[config.mk]
export PLATFORM = sky130hd
export DESIGN_NAME = fpu
export DESIGN_NICKNAME = d
export VERILOG_FILES = /design/src/hdl/fpuPkg.sv /design/src/hdl/fpu.sv /design/src/hdl/fpuAddSub.sv /design/src/hdl/fpuMul.sv /design/src/hdl/fpuPack.sv /design/src/hdl/fpuScale.sv
export SDC_FILE = /design/constraint.sdc
export NUM_CORES = 2
export LEC_CHECK = 0
export ABC_AREA = 0
export CAP_MARGIN = 20
export CORE_MARGIN = 5
export CORE_UTILIZATION = 50
export CTS_CLUSTER_DIAMETER = 120
export DETAILED_ROUTE_END_ITERATION = 16
export DONT_BUFFER_PORTS = 1
export SLEW_MARGIN = 20
export SYNTH_ARGS = -nofsm -noshare
export SYNTH_HDL_FRONTEND = slang
export SYNTH_HIERARCHICAL = 1
export SYNTH_SLANG_ARGS = --single-unit
[constraint.sdc]
create_clock -name clock -period 30.1 [get_ports clock]
set_input_delay 9.03 -clock clock [delete_from_list [all_inputs] [get_ports clock]]
set_output_delay 9.03 -clock clock [all_outputs]
set_load 0.005 [all_outputs]
[src/hdl/fpuPkg.sv]
/*
 * Shared FP32 definitions for the FPU: field widths, operation codes, the
 * float and condition-code structs, and the raw form handed to the packer.
 */

package fpuPkg;

  parameter int EXP_WIDTH  = 8;   // biased exponent.
  parameter int MANT_WIDTH = 23;  // stored mantissa, hidden bit excluded.
  parameter int EXP_BIAS   = 127;
  parameter int EXP_MAX    = (1 << EXP_WIDTH) - 2;  // largest normal exponent.

  // raw significand layout: two carry bits, hidden bit, mantissa, one low bit.
  parameter int HIDDEN_POS    = MANT_WIDTH + 1;
  parameter int SIG_WIDTH     = HIDDEN_POS + 3;
  parameter int RAW_EXP_WIDTH = EXP_WIDTH + 2;  // room for under- and overflow.

  typedef enum logic [2:0] {
    FPU_ADD = 3'd0,
    FPU_SUB = 3'd1,
    FPU_MUL = 3'd2,
    FPU_SHL = 3'd3,
    FPU_SHR = 3'd4
  } fpuOp_t;

  typedef struct packed {
    logic                  sign;
    logic [EXP_WIDTH-1:0]  exponent;
    logic [MANT_WIDTH-1:0] mantissa;
  } fpuFloat_t;

  typedef struct packed {
    logic negative;
    logic zero;
  } fpuCond_t;

  typedef struct packed {
    logic                            sign;
    logic signed [RAW_EXP_WIDTH-1:0] exponent;
    logic [SIG_WIDTH-1:0]            significand;
  } fpuRaw_t;

  // significand in raw layout; a zero exponent reads as zero (no denormals).
  function automatic logic [SIG_WIDTH-1:0] unpackSig(fpuFloat_t f);
    if (f.exponent == '0) return '0;
    return {2'b00, 1'b1, f.mantissa, 1'b0};
  endfunction

endpackage : fpuPkg

[src/hdl/fpu.sv]
/*
 * FP32 unit top level. Runs add/sub, multiply and scale in parallel, picks
 * one by op and registers it; outValid follows inValid by one clock.
 */

`timescale 1ns/1ps

module fpu (
  input  logic              clock,
  input  logic              reset,
  input  logic              inValid,
  input  fpuPkg::fpuOp_t    op,
  input  fpuPkg::fpuFloat_t a,
  input  fpuPkg::fpuFloat_t b,
  output fpuPkg::fpuFloat_t result,
  output fpuPkg::fpuCond_t  cond,
  output logic              outValid
);
  import fpuPkg::*;

  logic      subOp, shiftLeft;
  fpuRaw_t   addRaw, mulRaw, scaleRaw;
  fpuFloat_t addOut, mulOut, scaleOut, selOut;
  fpuCond_t  addCond, mulCond, scaleCond, selCond;

  assign subOp     = (op == FPU_SUB);
  assign shiftLeft = (op == FPU_SHL);

  fpuAddSub addSub (.sub(subOp), .a(a), .b(b), .raw(addRaw));
  fpuMul    mul    (.a(a), .b(b), .raw(mulRaw));
  // shift count is the low byte of operand two.
  fpuScale  scale  (.left(shiftLeft), .a(a), .count(b.mantissa[7:0]), .raw(scaleRaw));

  fpuPack packAddSub (.raw(addRaw), .packedWord(addOut), .flags(addCond));
  fpuPack packMul    (.raw(mulRaw), .packedWord(mulOut), .flags(mulCond));
  fpuPack packScale  (.raw(scaleRaw), .packedWord(scaleOut), .flags(scaleCond));

  always_comb begin
    case (op)
      FPU_MUL: begin
        selOut  = mulOut;
        selCond = mulCond;
      end
      FPU_SHL, FPU_SHR: begin
        selOut  = scaleOut;
        selCond = scaleCond;
      end
      default: begin  // FPU_ADD and FPU_SUB.
        selOut  = addOut;
        selCond = addCond;
      end
    endcase
  end

  always_ff @(posedge clock) begin
    if (reset) begin
      outValid <= 1'b0;
      result   <= '0;
      cond     <= '0;
    end else begin
      outValid <= inValid;  // one strobe out per strobe in.
      if (inValid) begin
        result <= selOut;
        cond   <= selCond;  // holds between strobes.
      end
    end
  end

endmodule : fpu

[src/hdl/fpuAddSub.sv]
/*
 * Shared FP32 adder and subtractor. Aligns the smaller operand to the larger
 * and produces the raw sum for an fpuPack instance.
 */

`timescale 1ns/1ps

module fpuAddSub (
  input  logic              sub,
  input  fpuPkg::fpuFloat_t a,
  input  fpuPkg::fpuFloat_t b,
  output fpuPkg::fpuRaw_t   raw
);
  import fpuPkg::*;

  fpuFloat_t                       bEff;
  logic [EXP_WIDTH+MANT_WIDTH-1:0] keyA, keyB;  // magnitudes, denormals as zero.
  logic                            swap;
  fpuFloat_t                       big, little;
  logic [SIG_WIDTH-1:0]            sigBig, sigSmall, sigAligned, sum;
  logic [EXP_WIDTH-1:0]            expDiff;
  logic                            sticky;
  logic                            effSub;

  always_comb begin
    bEff      = b;
    bEff.sign = b.sign ^ sub;  // a - b is a + (-b).

    keyA = (a.exponent == '0) ? '0 : {a.exponent, a.mantissa};
    keyB = (b.exponent == '0) ? '0 : {b.exponent, b.mantissa};
    swap = keyB > keyA;
    big    = swap ? bEff : a;
    little = swap ? a : bEff;

    sigBig   = unpackSig(big);
    sigSmall = unpackSig(little);
    expDiff  = big.exponent - little.exponent;

    sigAligned = sigSmall >> expDiff;
    // bits lost off the bottom; needed so subtraction truncates the exact value.
    sticky     = (sigAligned << expDiff) != sigSmall;

    effSub = big.sign != little.sign;
    if (effSub) begin
      // borrow one low bit when something was shifted out.
      sum = sigBig - sigAligned - SIG_WIDTH'(sticky);
    end else begin
      sum = sigBig + sigAligned;  // carry lands in the guard bits.
    end

    raw.sign        = (effSub && sum == '0) ? 1'b0 : big.sign;  // exact cancel is +0.
    raw.exponent    = RAW_EXP_WIDTH'(big.exponent);
    raw.significand = sum;
  end

endmodule : fpuAddSub

[src/hdl/fpuMul.sv]
/*
 * FP32 multiplier. Produces the raw product of two operands for an fpuPack
 * instance, which normalizes and truncates it.
 */

`timescale 1ns/1ps

module fpuMul (
  input  fpuPkg::fpuFloat_t a,
  input  fpuPkg::fpuFloat_t b,
  output fpuPkg::fpuRaw_t   raw
);
  import fpuPkg::*;

  logic [MANT_WIDTH:0]       sigA, sigB;  // hidden bit included.
  logic [2*MANT_WIDTH+1:0]   product;

  always_comb begin
    sigA = (a.exponent == '0) ? '0 : {1'b1, a.mantissa};  // zero forces zero.
    sigB = (b.exponent == '0) ? '0 : {1'b1, b.mantissa};
    product = sigA * sigB;

    raw.sign     = a.sign ^ b.sign;
    raw.exponent = RAW_EXP_WIDTH'(a.exponent) + RAW_EXP_WIDTH'(b.exponent)
                   - RAW_EXP_WIDTH'(EXP_BIAS);
    // product has two integer bits; keep them plus all the bits the packer can use.
    raw.significand = {1'b0, product[2*MANT_WIDTH+1 : MANT_WIDTH-1]};
  end

endmodule : fpuMul

[src/hdl/fpuPack.sv]
/*
 * Normalizes a raw intermediate into an FP32 word, truncating the dropped
 * bits. Flushes tiny results to signed zero and saturates large ones to infinity.
 */

`timescale 1ns/1ps

module fpuPack (
  input  fpuPkg::fpuRaw_t   raw,
  output fpuPkg::fpuFloat_t packedWord,
  output fpuPkg::fpuCond_t  flags
);
  import fpuPkg::*;

  logic [4:0]           lead;     // position of the leading one.
  logic signed [10:0]   adjExp;
  logic [SIG_WIDTH-1:0] normSig;

  always_comb begin
    lead = '0;
    for (int i = 0; i < SIG_WIDTH; i++) begin
      if (raw.significand[i]) lead = 5'(i);  // highest set bit wins.
    end

    // exponent after moving the leading one to the hidden position.
    adjExp = 11'(signed'(raw.exponent)) + 11'(lead) - 11'(HIDDEN_POS);

    if (lead >= HIDDEN_POS) begin
      normSig = raw.significand >> (lead - HIDDEN_POS);  // carry out, drop low bits.
    end else begin
      normSig = raw.significand << (HIDDEN_POS - lead);  // after cancellation.
    end

    packedWord.sign = raw.sign;
    if (raw.significand == '0 || adjExp < 1) begin
      packedWord.exponent = '0;  // signed zero.
      packedWord.mantissa = '0;
    end else if (adjExp > EXP_MAX) begin
      packedWord.exponent = '1;  // signed infinity.
      packedWord.mantissa = '0;
    end else begin
      packedWord.exponent = adjExp[EXP_WIDTH-1:0];
      packedWord.mantissa = normSig[HIDDEN_POS-1 -: MANT_WIDTH];
    end
  end

  // condition codes come from the packed value, not from the raw one.
  always_comb begin
    flags.zero     = (packedWord.exponent == '0) && (packedWord.mantissa == '0);
    flags.negative = packedWord.sign && !flags.zero;
  end

endmodule : fpuPack

[src/hdl/fpuScale.sv]
/*
 * Scales an FP32 operand by a power of two for the shift operations.
 * Only the exponent moves; fpuPack catches overflow and underflow.
 */

`timescale 1ns/1ps

module fpuScale (
  input  logic              left,
  input  fpuPkg::fpuFloat_t a,
  input  logic [7:0]        count,
  output fpuPkg::fpuRaw_t   raw
);
  import fpuPkg::*;

  always_comb begin
    raw.sign        = a.sign;
    raw.significand = unpackSig(a);  // zero input keeps a zero significand.

    if (left) begin
      raw.exponent = RAW_EXP_WIDTH'(a.exponent) + RAW_EXP_WIDTH'(count);
    end else begin
      // may go negative. the wide exponent keeps the sign.
      raw.exponent = RAW_EXP_WIDTH'(a.exponent) - RAW_EXP_WIDTH'(count);
    end
  end

endmodule : fpuScale

==> run_results.csv <==
group,metric,value,unit
sta,slew_viol_final,0,
setup_path,crit_path_end,"result[21]$_SDFFE_PP0P_",
setup_path,critical_path_cell_count,57,
yosys,synth_top_area_share,0.226,
cts,clk_pin_slew,0.06,ns
place,port_buffers,0,
setup_path,rr_worst_depth,2,
routing,postRouteAntennaNets,0,
routing,num_vias,43000,
cts,cts_setup_buffers,0,
cells_and_area,layout.nets,6284,
cells_and_area,drive_above_1_share,0.0715,
setup_path,critPathTopFamily,"compound AO/OA/AOI/OAI gates",
global_route,grt_pass1_vias,41300,
global_route,antenna_found_initial,4,
global_route,grt_max_degree,70,
sta,fin_crit,25.51,ns
setup_path,cp_slowest_cell,"nor2_1",
floorplanning,coreArea,86300,um^2
cts,cts_hold_buffers,0,
sta,rsz0062_at_grt,"no",
worst_hold_path,hold_class,"flop to flop",
sta,finalCritPeriodShare,0.848,
floorplanning,dieWidth,304,um
yosys,netlist_area,43300,um^2
setup_path,worstPathMaxFanout,56,
run,maxCapViolCount,0,
cts,cts.repair.resized,0,
sta,worstMarginPinSlew,1.17,ns
routing,drt_pass1_iterations,6,
routing,vias_per_cell,6.59,
cts,cts_sinks,35,
cells_and_area,n_antenna_cell,0,
global_route,overflow,0,
sta,relSlewSlack,0.213,
yosys,synth.distinct_cells,118,
routing,wl,174,mm
floorplanning,rows,108,
setup_path,startpoint_type,"input port",
routing,drc,0,
sta,whs,0.500,ns
cts,cts_buffer_depth,2,
setup_path,critPathBufInv,3,
sta,tns,0,ns
yosys,yosysWarnings,6,
routing,drt-initial-drc-count,4834,
setup_path,rr_endpoint,"result[20]$_SDFFE_PP0P_",
cells_and_area,final_cell_mix,"inv_1 (770), nand2_1 (683), fa_1 (489)",
place,place_hpwl,131,mm
yosys,synth_edf_count,0,
routing,wl_per_cell,26.7,um
yosys,synth_flop_cell,"dfxtp_1",
setup_path,end_kind,"flop",
cts,cts_max_level,2,
cells_and_area,mostFrequentLayoutCell,"inv_1",
cts,cts_tree,"built",
setup_path,crit_type,"input port to flop",
sta,hold_viol,0,
floorplanning,fp.dieH,304,um
yosys,ys_ff_latch,35,
cts,cts.root.buffer_cell,"clkbuf_16",
cts,numCtsBuffers,5,
setup_path,r2r-start,"result[20]$_SDFFE_PP0P_",
setup_path,crit_required,30.30,ns
setup_path,slowest_delay,0.70,ns
outcome,status,"completed",
sta,max_freq,39.2,MHz
yosys,yosysSeqAreaShare,0.0162,
setup_path,crit_start,"b[27]",
floorplanning,dieArea,92600,um^2
yosys,synth_area_leaders,"fa_1 (23%), ha_1 (10%), inv_1 (6.7%), nand2_1 (5.9%), and2_1 (4.6%)",
floorplanning,start_util,0.502,
cells_and_area,syn2layout_area_growth,1.21,%
yosys,avgSynthCellArea,7.64,um^2
place,globalplace.congestion,1.00,
sta,setup_viol,0,
global_route,grt.total_usage,0.358,
setup_path,worstPathArrival,25.72,ns
cts,clk-insertion-delay-late,0.28,ns
yosys,synthArstFlopShare,0,
floorplanning,ios,105,
sta,clock_skew,0,ns
yosys,post-synth-top-area-cell,"fa_1",
global_route,grt_pass1_wl,261,mm
setup_path,rrSetupSlack,29.33,ns
yosys,synth_cells,5672,
-- synth_stat cells (all sizes together) (129+ instances only) --
| cell | number |
|---|---|
| a21oi | 254 |
| and2 | 319 |
| buf | 129 |
| clkbuf | 261 |
| fa | 489 |
| ha | 355 |
| inv | 776 |
| mux2i | 184 |
| nand2 | 688 |
| nand3 | 171 |
| nor2 | 370 |
| o21ai | 199 |
-- tightest hold or removal path: stages, from the launching register on --
cell      delay, ns
dfxtp_1        0.32
nor2_1         0.08
a211oi_1       0.05
-- routing by layer --
layer	global-route usage	up-vias	wire (um)
met1	0.516	21000	74100
li1	-	18900	-
met2	0.529	2652	72400
met5	0	-	22
met4	0.130	4	7820
met3	0.0805	429	19800
-- cells by family after synthesis --
group | count (synthesis) | synth area share
AO/OA/AOI/OAI | 1156 | 0.189
XOR/XNOR | 90 | 0.0187
adder cells (fa/ha/maj) | 844 | 0.329
buffers and inverters | 1166 | 0.109
flip-flops | 35 | 0.0162
multiplexers | 351 | 0.106
other | 3 | 0.000260
AND/OR/NAND/NOR | 2027 | 0.232
-- stage by stage --
step	util	setup slack (ns)	instances	instance area, um^2
global placement	0.505	4.95	6517	43600
global route	0.508	3.30	6526	43800
floorplan	-	6.33	5675	43300
CTS	0.507	4.94	6525	43800
finish	0.508	4.59	6526	43800
detailed placement	0.505	4.71	6517	43600
-- registers in the layout (all words and copies together) (netlist names) --
signal,flops
cond,2
outValid,1
result,32
-- layout make-up --
cell class                 count  area (um^2)
fill                        8631        42500
multi-input combinational   4474        38000
inverter                     776         2910
tap                         1155         1450
sequential                    35          701
timing repair buffer          78          593
clock buffer                   5          125
clock inverter                 3         67.6
-- worst min path at each step --
stage	endpoint	from	depth (start not counted)
final	result[29]$_SDFFE_PP0P_	result[29]$_SDFFE_PP0P_	2
after CTS	result[29]$_SDFFE_PP0P_	result[29]$_SDFFE_PP0P_	2
after global placement	cond[0]$_SDFFE_PP0P_	cond[0]$_SDFFE_PP0P_	2
after detailed placement	result[29]$_SDFFE_PP0P_	result[29]$_SDFFE_PP0P_	2
after global routing	result[9]$_SDFFE_PP0P_	result[9]$_SDFFE_PP0P_	2
after floorplan	result[20]$_SDFFE_PP0P_	result[20]$_SDFFE_PP0P_	2
Power is left out: the tool's default activity adds up to more than one toggle a clock period on the data nets, which glitch-free logic cannot reach.
